[config.mk]
export PLATFORM = sky130hd
export DESIGN_NAME = ahb_resp_stage
export DESIGN_NICKNAME = d
export VERILOG_FILES = /design/src/design/mcu_mem_pkg.sv /design/src/design/ahb_resp_stage.sv
export VERILOG_INCLUDE_DIRS = /design/src /design/src/include
export SDC_FILE = /design/constraint.sdc
export NUM_CORES = 1
export LEC_CHECK = 0
export BUFFER_PORTS_ARGS = -buffer_cell sky130_fd_sc_hd__buf_2
export CAP_MARGIN = 10
export CORE_MARGIN = 3
export CORE_UTILIZATION = 30
export CTS_CLUSTER_DIAMETER = 120
export DETAILED_ROUTE_END_ITERATION = 8
export SETUP_SLACK_MARGIN = 0.3
export SYNTH_ARGS = -nofsm -noshare
export SYNTH_HDL_FRONTEND = slang
export SYNTH_SLANG_ARGS = --single-unit
[constraint.sdc]
create_clock -name clk_l2 -period 1.3 [get_ports clk_l2]
set_clock_uncertainty 0.15 [all_clocks]
set_input_delay 0.065 -clock clk_l2 [delete_from_list [all_inputs] [get_ports clk_l2]]
set_output_delay 0.065 -clock clk_l2 [all_outputs]
set_load 0.1 [all_outputs]
[src/include/mcu_mem_settings.svh]
`ifndef MCU_MEM_SETTINGS_SVH
`define MCU_MEM_SETTINGS_SVH

// --------------------
// bus widths
// --------------------
// word width, same as hrdata / hwdata
`define MEM_DATA_WIDTH 32
// haddr width
`define MEM_ADDR_WIDTH 32

// --------------------
// memory window
// --------------------
// first byte address seen by both ports
`define MEM_BASE_ADDR 32'h0000_0400
// depth in 32-bit words, index width comes from clog2
`define MEM_WORDS 1024

`endif
[src/design/mcu_mem_pkg.sv]
`include "mcu_mem_settings.svh"

package mcu_mem_pkg;

  // --------------------
  // enums
  // --------------------
  // ahb transfer type, encoding from the spec
  typedef enum logic [1:0] {
    IDLE   = 2'b00,
    BUSY   = 2'b01,
    NONSEQ = 2'b10,
    SEQ    = 2'b11
  } htrans_e;

  // operation held by a port between address and data phase
  typedef enum logic [1:0] {
    OP_NONE  = 2'b00,
    OP_READ  = 2'b01,
    OP_WRITE = 2'b10,
    OP_ERROR = 2'b11
  } mem_op_e;

  // response stage fsm
  typedef enum logic {
    RESP_IDLE = 1'b0,
    RESP_WAIT = 1'b1
  } resp_state_e;

  // --------------------
  // bundles
  // --------------------
  // master to slave
  typedef struct packed {
    logic [`MEM_ADDR_WIDTH-1:0] haddr;
    htrans_e                    htrans;
    logic                       hwrite;
    logic [2:0]                 hsize;
    logic [`MEM_DATA_WIDTH-1:0] hwdata;
  } mas_send_t;

  // slave to master
  typedef struct packed {
    logic [`MEM_DATA_WIDTH-1:0] hrdata;
    logic                       hreadyout;
    logic                       hresp;
  } slv_send_t;

  // registered address phase, base already removed
  typedef struct packed {
    mem_op_e                        op;
    logic [$clog2(`MEM_WORDS)-1:0]  word_index;
  } mem_req_t;

endpackage

[src/design/ahb_resp_stage.sv]
`timescale 1ns/100ps
`include "mcu_mem_settings.svh"

module ahb_resp_stage
(
  input  logic                       clk_l2,
  input  logic                       rst_n,
  input  mcu_mem_pkg::mem_req_t      req,
  input  logic [`MEM_DATA_WIDTH-1:0] rdata,
  output mcu_mem_pkg::slv_send_t     bus_out
);
  import mcu_mem_pkg::*;

  resp_state_e                state;
  resp_state_e                state_next;
  logic [`MEM_DATA_WIDTH-1:0] rdata_hold;
  logic                       read_pending;

  // fresh read, sram has not produced data yet
  assign read_pending = (state == RESP_IDLE) && (req.op == OP_READ);

  // --------------------
  // fsm
  // --------------------
  always_comb
  begin
    case (state)
      RESP_IDLE:
        state_next = read_pending ? RESP_WAIT : RESP_IDLE;
      // one wait state only
      RESP_WAIT:
        state_next = RESP_IDLE;
      default:
        state_next = RESP_IDLE;
    endcase
  end

  always_ff @(posedge clk_l2, negedge rst_n)
  begin
    if (!rst_n)
    begin
      state <= RESP_IDLE;
      rdata_hold <= '0;
    end
    else
    begin
      state <= state_next;
      // keep the word after the sram moves on
      if (state == RESP_WAIT)
        rdata_hold <= rdata;
    end
  end

  // --------------------
  // bus outputs
  // --------------------
  always_comb
  begin
    bus_out.hreadyout = !read_pending;
    // single-cycle error, hreadyout stays high
    bus_out.hresp = (req.op == OP_ERROR);
    // sram data goes straight out in the wait-done cycle
    bus_out.hrdata = (state == RESP_WAIT) ? rdata : rdata_hold;
  end

endmodule

Word-level counts from Yosys, hierarchy flattened:

Index checks and enable logic that the tools add are counted.

* multiplexer cells: 3
* reduce and logical (&&, ||, !) cells: 2
* $mul: 0
* add/sub/neg operators: 0
* $lt $le $gt $ge: 0
* shift operators: 0
* div/mod/pow operators: 0
* bitwise operators: 1
* equal/unequal tests: 2

Operators with widths (count)
* 2-to-1 mux 32 bit: 1
* equality test 2 x 1 -> 1 bit (second input constant): 1
* equality test 2 bit (second input constant): 1
* one-hot mux 1 bit (2 select lines): 1
* logical AND 1 bit: 1
* logical NOT 1 bit: 1
* 2-to-1 mux 1 bit: 1
* inverter 1 bit: 1

* output and inout port bits: 34
* register bits after elaboration: 33
* memory bits (writable): 0
* input port bits: 46
* latch bits: 0
* bits in read-only memories: 0
* memories: 0
* logic and storage cells: 10

Logic depth before layout (Yosys ltp):

* depth after elaboration: 4
* gate-level depth with buffers: 3
* mapped depth without buffers: 1

Least setup slack after synthesis:

OpenSTA, ideal clock, no wires.

* kind: reg2out
* start point: register state
* end point: output bus_out[1] (netlist bit)
* path buffers: 1
* slack: -0.178 ns
* stages on the path, launching flop included: 3
* required time: 1.085 ns
* arrival: 1.263 ns
* cells stage by stage: dfrtp_1 buf_6 or3b_1

RTL lines
* start, declared: line ahb_resp_stage.sv:14 `resp_state_e state;`
* start signal, assigned: line ahb_resp_stage.sv:47 `state <= state_next;`
* end, declared: line ahb_resp_stage.sv:10 `output mcu_mem_pkg::slv_send_t bus_out`

==> flow_metrics.py <==
metrics = {
    "detailed_routing": {
        "dr_total_vias": 879,
        "viasPerCell": 4.31,
        "drcViolationCount": 0,
        "drt-total-wl_mm": 3.12,
        "drtIter0Drc": 31,
        "ant_nets": 0,
        "drt_pass1_iterations": 2,
        "avgRoutedWirePerCell_um": 15.3,
    },
    "worst_setup_path": {
        "cp.buffers_inverters": 2,
        "cp_data_required_time_ns": 1.09,
        "cp_common_cell": "buf_12",
        "arrival_ns": 1.46,
        "crit_family": "flip-flops",
        "cpMaxStageDelayCell": "dfrtp_2",
        "timing.rr.end": "rdata_hold[11]$_DFF_PN0_",
        "critPathKind": "register to output port",
        "rrSetupSlack_ns": 0.01,
        "rr_startpoint": "state$_DFF_PN0_",
        "critical_path.max_stage_delay_ns": 0.46,
        "path_cells": "buf_12 > mux2_4 > buf_12",
        "reg2regPathDepth": 2,
        "crit_fanout": 16,
        "start_kind": "register",
        "end_kind": "output port",
    },
    "place": {
        "dp_hpwl_mm": 2.40,
        "gp_congestion": 0.716,
        "buffer_ports.inserted": 69,
        "post-place-ws_ns": -0.0884,
    },
    "hold_path": {
        "min_path_cells": 2,
        "holdPathEnd": "rdata_hold[20]$_DFF_PN0_",
        "min-delay-start": "rdata[20]",
        "holdCritPathClass": "input pin to register",
    },
    "yosys": {
        "avgSynthCellArea_um2": 19.3,
        "synthCells": 72,
        "syn_area_mm2": 0.00139,
        "synth_top_area_share_pct": 59.5,
        "ys_ff_latch": 33,
        "yosysWarnings": 0,
        "seq_area_frac_synth_pct": 59.5,
        "yosys.area.top_type": "dfrtp_1",
        "synth.distinct_cells": 8,
        "synth_area_leaders": "dfrtp_1, mux2_4, buf_12, mux2_2, buf_6",
        "syn_nets": 118,
    },
    "power": {
        "power.share.clock_pct": 16.2,
        "design_power_total_w": 0.00476,
        "p_int_w": 0.00265,
        "share_seq_of_total_power_pct": 26.5,
        "pwr_density_cell_mw_per_mm2": 1960,
        "leakagePower_nw": 1.16,
        "ir_worst_vdd_mv": 1.10,
        "combPwrFrac_pct": 57.3,
        "swShare_pct": 44.4,
        "p_switching_w": 0.00211,
    },
    "global_route": {
        "grt_pass1_vias": 1031,
        "grt_max_degree": 18,
        "track_usage_pct": 12.8,
        "grt_antenna_before_repair": 0,
        "grt_pass1_wl_mm": 5.18,
        "grt_overflow_total": 0,
    },
    "cts": {
        "numCtsBuffers": 5,
        "tritoncts": "built",
        "clk_pin_slew_ns": 0.07,
        "clockBufferDepth": 2,
        "cts_resized": 0,
        "clock-root-buffer": "clkbuf_8",
        "clk_latency_ns": 0.28,
        "cts.sink_count": 33,
        "cts_hold_buf": 3,
        "htreeDepth": 2,
    },
    "die": {
        "fp-row-count": 24,
        "die_w_um": 74.0,
        "io_pins": 80,
        "core-area_mm2": 0.00441,
        "die_area_mm2": 0.00548,
        "initial_core_util_pct": 31.5,
        "die_height_um": 74.0,
    },
    "cells_and_area": {
        "fillers": 355,
        "antenna_cells": 0,
        "drive_gt1_share_pct": 75.7,
        "multi_input_area_um2": 500,
        "regArea_um2": 827,
        "nets": 197,
        "area_delta_synth_final_pct": 74.3,
    },
    "timing": {
        "max_slew_margin_pct": 67.9,
        "final_hold_viol_count": 32,
        "slew_viol_final": 0,
        "worst_slew_pin_slew_ns": 0.485,
        "fin_crit_sh_pct": 129,
        "finalSetupViolations": 33,
        "finalCriticalPeriod_ns": 1.68,
        "fmax_ghz": 0.596,
        "worst_slack_ns": -0.378,
        "whs_ns": -0.0991,
        "rsz0062_at_grt": "true",
    },
    "flow_run": {
        "maxCapViolations": 0,
    },
    "run_status": {
        "violations": "negative hold slack, negative setup slack",
        "outcome": "complete, but fails checks",
    },
}
[placed cells by master, fill, tap and decap left out]
cell           count
buf_2             36
dfrtp_2            1
mux2_2             3
nor3b_2            1
buf_4              1
dfrtp_1           32
clkbuf_1           2
clkbuf_8           6
mux2_4            29
or3b_4             1
dlygate4sd3_1      3
and2_2             1
buf_12            36
[area by class of cell]
class,count,area share (%)
clock buffer,8,3.72
tap,52,2.69
sequential,33,34.2
timing repair buffer,76,38.8
multi-input combinational,35,20.7
[cell families (layout without fill, tap and decap cells)]
family | count (synthesis) | after routing | share of synthesized area (%)
buffers and inverters | 4 | 84 | 5.14
flip-flops | 33 | 33 | 59.5
multiplexers | 32 | 32 | 33.8
AND/OR/NAND/NOR | 3 | 3 | 1.62
[worst max-delay path by stage]
stage | from | cells past startpoint | end | slack, ns
floorplan | state$_DFF_PN0_ | 3 | rdata_hold[0]$_DFF_PN0_ | -0.1
global placement | state$_DFF_PN0_ | 3 | bus_out[13] | -0.05
global route | state$_DFF_PN0_ | 3 | bus_out[6] | -0.45
CTS | state$_DFF_PN0_ | 3 | bus_out[13] | -0.41
finish | state$_DFF_PN0_ | 3 | bus_out[6] | -0.38
detailed placement | state$_DFF_PN0_ | 3 | bus_out[13] | -0.09
[worst reg2reg max path, stage by stage, from the launching register on]
cell and delay [ns]:
dfrtp_2 0.46, buf_12 0.21, mux2_4 0.34
[cells in the mapped netlist, drive strengths merged]
cell type  number
dfrtp          33
mux2           32
buf             4
and2            1
nor3b           1
or3b            1
[sequential cells by signal (all words and copies together) (netlist names)]
register	count
rdata_hold	32
state	1
[what timing repair did]
action | CTS | global route
buffers inserted | 0 | 0
endpoints found under the setup margin | 65 | 65
gates cloned | 0 | 0
hold endpoints to repair | 66 | 32
pin swaps | 0 | 1
[power by group through the flow]
stage          clock [W]  combinational [W]  sequential [W]
6_report        0.000769            0.00273         0.00126
5_1_grt         0.000883            0.00279         0.00128
4_1_cts         0.000804            0.00275         0.00126
3_5_place_dp           0            0.00273         0.00128
3_3_place_gp           0            0.00271         0.00127
2_1_floorplan          0            0.00179         0.00126
[routing by layer]
metal	track usage, %	part of all wire (%)
met1	15.1	38
met2	19.8	49
met3	7.43	12
met4	4.23	1.3
met5	0	0
[per-stage QoR]
step           std cells  area, um^2  util, %  setup TNS, ns
2_1_floorplan         72        1400        -          -3.08
3_3_place_gp         193        2300     52.1          -1.20
3_5_place_dp         193        2300     52.1          -2.28
4_1_cts              204        2420     54.8         -12.75
5_1_grt              204        2420     54.8         -14.43
6_report             204        2420     54.8         -11.89
Note: power is estimated with default switching activity, not from simulation.
