### src/include/mcu_mem_settings.svh
`ifndef MCU_MEM_SETTINGS_SVH
`define MCU_MEM_SETTINGS_SVH

// --------------------
// bus widths
// --------------------
// word width, same as hrdata / hwdata
`define MEM_DATA_WIDTH 32
// haddr width
`define MEM_ADDR_WIDTH 32

// --------------------
// memory window
// --------------------
// first byte address seen by both ports
`define MEM_BASE_ADDR 32'h0000_0400
// depth in 32-bit words, index width comes from clog2
`define MEM_WORDS 1024

`endif
### src/design/mcu_mem_pkg.sv
`include "mcu_mem_settings.svh"

package mcu_mem_pkg;

  // --------------------
  // enums
  // --------------------
  // ahb transfer type, encoding from the spec
  typedef enum logic [1:0] {
    IDLE   = 2'b00,
    BUSY   = 2'b01,
    NONSEQ = 2'b10,
    SEQ    = 2'b11
  } htrans_e;

  // operation held by a port between address and data phase
  typedef enum logic [1:0] {
    OP_NONE  = 2'b00,
    OP_READ  = 2'b01,
    OP_WRITE = 2'b10,
    OP_ERROR = 2'b11
  } mem_op_e;

  // response stage fsm
  typedef enum logic {
    RESP_IDLE = 1'b0,
    RESP_WAIT = 1'b1
  } resp_state_e;

  // --------------------
  // bundles
  // --------------------
  // master to slave
  typedef struct packed {
    logic [`MEM_ADDR_WIDTH-1:0] haddr;
    htrans_e                    htrans;
    logic                       hwrite;
    logic [2:0]                 hsize;
    logic [`MEM_DATA_WIDTH-1:0] hwdata;
  } mas_send_t;

  // slave to master
  typedef struct packed {
    logic [`MEM_DATA_WIDTH-1:0] hrdata;
    logic                       hreadyout;
    logic                       hresp;
  } slv_send_t;

  // registered address phase, base already removed
  typedef struct packed {
    mem_op_e                        op;
    logic [$clog2(`MEM_WORDS)-1:0]  word_index;
  } mem_req_t;

endpackage

### src/design/ahb_addr_stage.sv
`timescale 1ns/100ps
`include "mcu_mem_settings.svh"

module ahb_addr_stage
#(
  parameter bit write_allowed = 1'b1
)
(
  input  logic                   clk_l2,
  input  logic                   rst_n,
  input  logic                   hsel,
  input  mcu_mem_pkg::mas_send_t bus_in,
  input  logic                   accept,
  output mcu_mem_pkg::mem_req_t  req,
  output logic                   wdata_en
);
  import mcu_mem_pkg::*;

  localparam int idx_w = $clog2(`MEM_WORDS);
  // window size in bytes
  localparam logic [`MEM_ADDR_WIDTH-1:0] win_bytes = `MEM_WORDS * 4;
  // hsize code for 32-bit transfers
  localparam logic [2:0] hsize_word = 3'b010;

  logic                       valid_htrans;
  logic                       accepted;
  logic [`MEM_ADDR_WIDTH-1:0] offset;
  logic                       in_window;
  logic                       aligned;
  logic                       word_size;
  mem_op_e                    next_op;

  // --------------------
  // classify the address phase
  // --------------------
  // seq handled like nonseq while idle and busy are ignored
  assign valid_htrans = (bus_in.htrans == NONSEQ) || (bus_in.htrans == SEQ);
  // accept only when our own data phase is done
  assign accepted = hsel && valid_htrans && accept;

  // byte offset inside the window
  assign offset = bus_in.haddr - `MEM_BASE_ADDR;
  // below base wraps to a huge offset and fails the same compare
  assign in_window = (offset < win_bytes);
  assign aligned = (bus_in.haddr[1:0] == 2'b00);
  assign word_size = (bus_in.hsize == hsize_word);

  always_comb
  begin
    if (!in_window || !aligned || !word_size)
      next_op = OP_ERROR;
    // instruction port is read only
    else if (bus_in.hwrite && !write_allowed)
      next_op = OP_ERROR;
    else if (bus_in.hwrite)
      next_op = OP_WRITE;
    else
      next_op = OP_READ;
  end

  // --------------------
  // request register
  // --------------------
  always_ff @(posedge clk_l2, negedge rst_n)
  begin
    if (!rst_n)
      req <= '0;
    else if (accepted)
    begin
      req.op <= next_op;
      req.word_index <= offset[idx_w+1:2];
    end
    // accept low holds a read through its wait state
    else if (accept)
      req.op <= OP_NONE;
  end

  // write data phase is the cycle right after acceptance
  assign wdata_en = (req.op == OP_WRITE);

endmodule

### config.mk
export PLATFORM = sky130hd
export DESIGN_NAME = ahb_addr_stage
export DESIGN_NICKNAME = d
export VERILOG_FILES = /design/src/design/mcu_mem_pkg.sv /design/src/design/ahb_addr_stage.sv
export VERILOG_INCLUDE_DIRS = /design/src /design/src/include
export SDC_FILE = /design/constraint.sdc
export NUM_CORES = 1
export LEC_CHECK = 0
export CAP_MARGIN = 5
export CORE_UTILIZATION = 46
export CTS_BUF_LIST = sky130_fd_sc_hd__clkbuf_16
export DETAILED_ROUTE_END_ITERATION = 10
export DONT_BUFFER_PORTS = 1
export HOLD_SLACK_MARGIN = 0.06
export RECOVER_POWER = 50
export SETUP_SLACK_MARGIN = 0.02
export SLEW_MARGIN = 20
export SYNTH_ARGS = -nofsm -noshare
export SYNTH_HDL_FRONTEND = slang
export SYNTH_SLANG_ARGS = --single-unit
### constraint.sdc
create_clock -name clk_l2 -period 2 [get_ports clk_l2]
set_input_delay 0.4 -clock clk_l2 [delete_from_list [all_inputs] [get_ports clk_l2]]
set_output_delay 0.4 -clock clk_l2 [all_outputs]
set_load 0.03 [all_outputs]
Word-level counts from Yosys, hierarchy flattened
Cells that the tools add are included.

operators by class
  multiplexer cells = 4
  magnitude comparators = 1
  $add $sub $neg = 1
  reductions and logical operators = 10
  equal/unequal tests = 4

operators with widths
  cell                                                                             count
  32-bit by 13-bit less-than comparator with 1-bit output (second input constant)  1
  32-bit by 11-bit subtractor with 32-bit output (second input constant)           1
  2-bit two-way mux                                                                4
  2-bit equality test (second input constant)                                      3
  3-bit by 2-bit equality test with 1-bit output (second input constant)           1
  1-bit logical NOT                                                                3
  1-bit logical OR                                                                 3
  1-bit logical AND                                                                2
  2-bit logical NOT                                                                1
  2-bit nonzero test                                                               1

word-level totals
  word-level logic and storage cells = 22
  register bits = 12
  output and inout port bits = 13
  input port bits = 74

Longest topological paths before layout
Gate-level depths: netlist of run 1.

  depth after elaboration = 7
  mapped depth = 7
  depth with buffers taken out = 7

Least setup slack after synthesis of run 1
OpenSTA, ideal clock, no wires.

  path type = input -> register
  start = input port bus_in[60] (netlist bit)
  end = register req[10] (netlist bit)
  slack = 0.097 ns
  path buffers = 0
  arrival = 1.769 ns
  setup time = 0.134 ns
  cell stages on the path = 5
  cell sequence = or4_4 > nor4_4 > nand4_2 > a2111oi_4 > a21oi_1

between the ends
  word-level cells in the longest chain between the ends = 7

ends and longest elaborated chain
  element                                                          RTL line              text
  start, declared                                                  ahb_addr_stage.sv:12  input mcu_mem_pkg::mas_send_t bus_in,
  32-bit by 11-bit subtractor with 32-bit output (no source line)  -
  32-bit by 13-bit less-than comparator with 1-bit output          ahb_addr_stage.sv:44  assign in_window = (offset < win_bytes);
  1-bit logical NOT                                                ahb_addr_stage.sv:50  if (!in_window || !aligned || !word_size)
  1-bit logical OR (2 in series)                                   ahb_addr_stage.sv:50
  2-bit two-way mux                                                ahb_addr_stage.sv:50
  2-bit two-way mux                                                ahb_addr_stage.sv:68  else if (accepted)
  end, declared                                                    ahb_addr_stage.sv:14  output mcu_mem_pkg::mem_req_t req,

No other way between the ends.
A chain may end at the register's enable or synchronous reset.

Worst setup path in the final report of run 1
  start = input port bus_in[60] (netlist bit)
  end = register req[11] (netlist bit)

Same word-level chain as after synthesis.

==> results of run 1 <==
[layout make-up]
cell class / instances / share of cell area
clock buffers: 3 / 0.08054
well taps: 16 / 0.02148
inverters: 3 / 0.01208
repair buffers: 6 / 0.05101
clock inverters: 1 / 0.004027
flip-flops and latches: 12 / 0.3221
multi-input cells: 57 / 0.5087
[synth_stat cells (all sizes together) (2+ instances only)]
master / number / share of area
dfrtp: 12 / 0.38
mux2: 8 / 0.11
nand4: 5 / 0.048
nor2: 4 / 0.019
nor4: 4 / 0.070
inv: 3 / 0.014
nor2b: 3 / 0.024
nor3: 3 / 0.019
o21ai: 3 / 0.019
a2111o: 2 / 0.029
a21oi: 2 / 0.013
nand2: 2 / 0.0095
nand3: 2 / 0.013
xnor2: 2 / 0.022
xor2: 2 / 0.022
[final timing paths]
path                                      from                   to  slack [ns]  depth (start not counted)
setup / recovery                    bus_in[60]  req[11]$_DFFE_PN0P_        0.27                          6
hold / removal                      bus_in[48]   req[8]$_DFFE_PN0P_        0.27                          1
setup reg to reg           req[11]$_DFFE_PN0P_  req[11]$_DFFE_PN0P_        0.82                          3
hold reg to reg             req[8]$_DFFE_PN0P_   req[8]$_DFFE_PN0P_        0.70                          2
max in group asynchronous                rst_n   req[4]$_DFFE_PN0P_        1.10                          1
min in group asynchronous                rst_n   req[2]$_DFFE_PN0P_        0.57                          1
[power breakdown]
group	internal, mW	switching, mW	leakage, nW
clock	0.263	0.0998	0.0385
sequential	0.284	0.110	0.146
combinational	0.0488	0.0381	0.181
total	0.595	0.248	0.365
[placed cells by master (no fill, tap or decap), types with 2 or more instances in the layout]
| cell type | count |
|---|---|
| nor3_1 | 3 |
| o21ai_0 | 3 |
| mux2_2 | 8 |
| nor4_4 | 2 |
| clkbuf_16 | 3 |
| a21oi_1 | 2 |
| nand2_1 | 2 |
| dfrtp_1 | 12 |
| nand3_1 | 2 |
| inv_1 | 3 |
| nor2_1 | 4 |
| nand4_1 | 4 |
| xor2_1 | 2 |
| nor2b_1 | 3 |
| buf_4 | 5 |
| nor4_1 | 2 |
| xnor2_1 | 2 |
| a2111o_1 | 2 |
[worst max-delay path, delay by kind of cell]
kind	cells	cell delay, ns
AO/OA/AOI/OAI	3	0.95
buffers and inverters	1	0.17
AND/OR/NAND/NOR	2	0.31
[kinds of logic after synthesis]
| kind of cell | count (synthesis) | share of synthesized area |
|---|---|---|
| and+or+nand+nor | 30 | 0.2726 |
| AOI/OAI and AO/OA | 14 | 0.1537 |
| DFF | 12 | 0.3804 |
| muxes | 8 | 0.1141 |
| xor gates and xnor gates | 4 | 0.04438 |
| buffers and inverters | 4 | 0.01901 |
| adders and majority gates | 1 | 0.01585 |
[timing repair]
action | 4_1_cts | 5_1_grt
endpoints found under the hold margin | 12 | 0
setup buffers | 0 | 0
hold buffers | 1 | 0
[layer usage]
layer,vias up,share of wire,global-route usage
li1,301,-,-
met1,301,0.41,0.2353
met2,41,0.48,0.3242
met3,0,0.12,0.07500
met4,0,0,0.06250
met5,-,0,0
[stage by stage]
stage,setup TNS (ns),cells,util,cell area [µm²],worst slack (ns)
2_1_floorplan,0,73,-,789.5,0.09663
3_3_place_gp,0,93,0.5409,843.3,0.02634
3_5_place_dp,-0.002926,93,0.5409,843.3,-0.002926
4_1_cts,0,98,0.5979,932.1,0.2364
5_1_grt,0,98,0.5979,932.1,0.08795
6_report,0,98,0.5979,932.1,0.2661
==> impl_metrics.ini, run 1 <==
[run_status]
status = finished, violations left
violations = design-rule violations

[power_and_ir_drop]
power.total_uw = 843.1
peakVddDrop_mv = 0.9963
p_leak_nw = 0.3655
powerDensity_nw_per_um2 = 904.5

[global_route]
grtUsageTotal = 0.1958
grt_pass1_wl_mm = 2.628
grt_pass1_vias = 652
grt_max_degree = 13
antenna_found_initial = 0
grt_overflow = 0

[detailed_routing]
drt-vias-per-instance = 6.561
vias = 643
first_pass_iters = 7
drcViolationCount = 10
wl_per_cell_um = 16.21
wl_mm = 1.589
ant_nets = 0
initialDrtViolationCount = 19

[yosys]
seq_area_frac_synth = 0.3803
synth_ff_type = dfrtp_1
synthArstFlopShare = 1.000
syn_area_per_cell_um2 = 10.82
synth_cell_types = 33
ys_warn_count = 0
synth_seq_cells = 12
synth_edf_count = 0
synth_cells = 73
synth_area_um2 = 789.5
synth_nets = 148

[cts]
cts_num_sinks = 12
cts-buffers-inserted = 3
cts_resized = 0
cts_root_buffer = clkbuf_16
cts_tree = yes
cts_buffer_depth = 2
clk_pin_slew_worst_paths_ns = 0.04
clk_latency_ns = 0.24
htree_levels = 1

[final_layout]
top_regs = req (12)
drive_above_1_share = 0.2683
largest_reg_flops = 12
seqCellArea_um2 = 300.3
multi_input_area_um2 = 474.2
nets = 158
area_growth_pct = 18.07
final.fill_count = 141
largest_register = req
antenna_cells = 0

[sta]
slew_headroom = 0.6233
final-hold-violation-count = 0
grt_setup_unrepaired = no
drv_slew = 0
tightest_slew_ns = 0.5639
fin_crit_sh = 0.8670
period_needed_ns = 1.734
finClkSkew_ns = 0
finalSetupViolCount = 0
whs_ns = 0.2737
fmax_mhz = 576.7

[critical_path]
critPathMaxStageDelay_ns = 0.47
worst_setup_path_end_kind = flop
arrival_ns = 1.84
cpMaxStageDelayCell = a2111o_1
crit_fanout = 2
cp_cell_sequence = nor4_1 -> buf_4 -> nand4_1 -> a2111o_1 -> a2111oi_4 -> a21oi_1
critPathLaunchType = input port
cp.required_ns = 2.11
worstSetupPathType = input port to flop

[floorplan]
start_util = 0.5064
die_area_um2 = 1886
pin_count = 87
fp.dieW_um = 43.43
core_area_um2 = 1559
rows = 14
fp.dieH_um = 43.43

[placed_design]
hpwlAfterDp_mm = 1.279
gp_congestion = 0.7890
port_buffers = 0

[hold_path]
hold_path_class = input port to flop

[flow_run]
max-cap-violations = 0
Note: power is estimated with default switching activity, not from simulation.
==> run 2, diff against run 1 <==
CORE_UTILIZATION = 60   (was 46)
GPL_TIMING_DRIVEN = 1   (was default)
PLACE_DENSITY = 0.76   (was default)
SLEW_MARGIN = default   (was 20)
==> impl_metrics.ini, run 2 (synthesis gave the netlist of run 1 again) <==
[global_route]
grt_max_degree = 13
grtUsageTotal = 0.3246
grt_pass1_vias = 749
grt_pass1_wl_mm = 3.084
grt_overflow = 0
antenna_found_initial = 0

[critical_path]
cp.required_ns = 2.10
critPathLaunchType = input port
cp_cell_sequence = nor4_1 -> buf_4 -> nand4_1 -> a2111o_1 -> a2111oi_4 -> a21oi_1
arrival_ns = 1.92
cpMaxStageDelayCell = a2111o_1
critPathMaxStageDelay_ns = 0.49
crit_fanout = 2
worst_setup_path_end_kind = flop
worstSetupPathType = input port to flop

[floorplan]
fp.dieH_um = 38.28
rows = 12
core_area_um2 = 1171
start_util = 0.6741
die_area_um2 = 1465
pin_count = 87
fp.dieW_um = 38.28

[sta]
fmax_mhz = 549.8
finClkSkew_ns = 0
fin_crit_sh = 0.9094
whs_ns = 0.2879
period_needed_ns = 1.819
grt_setup_unrepaired = no
drv_slew = 0
tightest_slew_ns = 0.5629
finalSetupViolCount = 0
setup_slack_ns = 0.1811
final-hold-violation-count = 0
slew_headroom = 0.6239

[power_and_ir_drop]
power.total_uw = 845.6
powerDensity_nw_per_um2 = 913.2
p_leak_nw = 0.3639
peakVddDrop_mv = 0.7899

[final_layout]
drive_above_1_share = 0.2716
utilization = 0.7906
nets = 158
area_growth_pct = 17.27
final.fill_count = 80
top_regs = req (12)
largest_reg_flops = 12
layout_commonest_cell = dfrtp_1
final_cell_mix = dfrtp_1, mux2_2, buf_4, nand4_1, nor2_1
largest_register = req
stdcell_count = 95
antenna_cells = 0

[cts]
cts_root_buffer = clkbuf_16
clk_latency_ns = 0.23
cts_buffer_depth = 2
cts_num_sinks = 12
htree_levels = 1
cts-buffers-inserted = 3
cts_tree = yes
cts_resized = 0
postCtsSetupBuffers = 0
clk_pin_slew_worst_paths_ns = 0.04
cts_hold_buf = 1

[detailed_routing]
drt-vias-per-instance = 7.074
vias = 672
initialDrtViolationCount = 18
drcViolationCount = 0
wl_mm = 2.092
ant_nets = 0
first_pass_iters = 4
wl_per_cell_um = 22.02

[placed_design]
port_buffers = 0
gp_congestion = 0.8484
dp_slack_ns = -0.06383
placedCellCount = 91
hpwlAfterDp_mm = 1.492

[flow_run]
max-cap-violations = 0

[run_status]
status = complete, no violations

[hold_path]
hold_path_class = input port to flop
==> run 2: worst paths after layout <==
| check | start | to | slack (ns) | cells past startpoint |
|---|---|---|---|---|
| hold reg to reg | req[8]$_DFFE_PN0P_ | req[8]$_DFFE_PN0P_ | 0.71 | 2 |
| max in group asynchronous | rst_n | req[11]$_DFFE_PN0P_ | 1.04 | 1 |
| hold / removal | bus_in[48] | req[8]$_DFFE_PN0P_ | 0.29 | 1 |
| setup / recovery | bus_in[60] | req[11]$_DFFE_PN0P_ | 0.18 | 6 |
| min in group asynchronous | rst_n | req[3]$_DFFE_PN0P_ | 0.60 | 1 |
| setup reg to reg | req[11]$_DFFE_PN0P_ | req[11]$_DFFE_PN0P_ | 0.73 | 3 |
==> run 2: power breakdown <==
| part | switching, mW | internal, mW |
|---|---|---|
| clock | 0.0948 | 0.260 |
| sequential | 0.115 | 0.284 |
| combinational | 0.0436 | 0.0492 |
| total | 0.253 | 0.592 |
==> run 2: through the flow <==
step / TNS, ns / area [µm²]
finish: 0 / 925.9
global route: 0 / 925.9
CTS: 0 / 925.9
detailed placement: -0.1221 / 840.8
global placement: -0.03522 / 840.8
floorplan: 0 / 789.5
==> run 2: metal layers <==
| metal | global-route usage | routed length, µm | vias to the layer above |
|---|---|---|---|
| li1 | - | - | 299 |
| met1 | 0.3106 | 742 | 319 |
| met2 | 0.6229 | 1106 | 50 |
| met3 | 0.1279 | 207 | 4 |
| met4 | 0.08929 | 35 | 0 |
| met5 | 0 | 0 | - |
==> run 2: final cells by class <==
| cell class | instances | area (µm²) | share of cell area |
|---|---|---|---|
| multi-input cells | 57 | 474.2 | 0.5122 |
| flip-flops and latches | 12 | 300.3 | 0.3243 |
| clock buffers | 3 | 75.07 | 0.08108 |
| repair buffers | 6 | 47.55 | 0.05135 |
| well taps | 14 | 17.52 | 0.01892 |
| inverters | 3 | 11.26 | 0.01216 |
==> run 2: worst max-delay path, delay by kind of cell <==
family	cells	cell delay [ns]
AO/OA/AOI/OAI	3	0.97
AND/OR/NAND/NOR	2	0.38
buffers and inverters	1	0.18
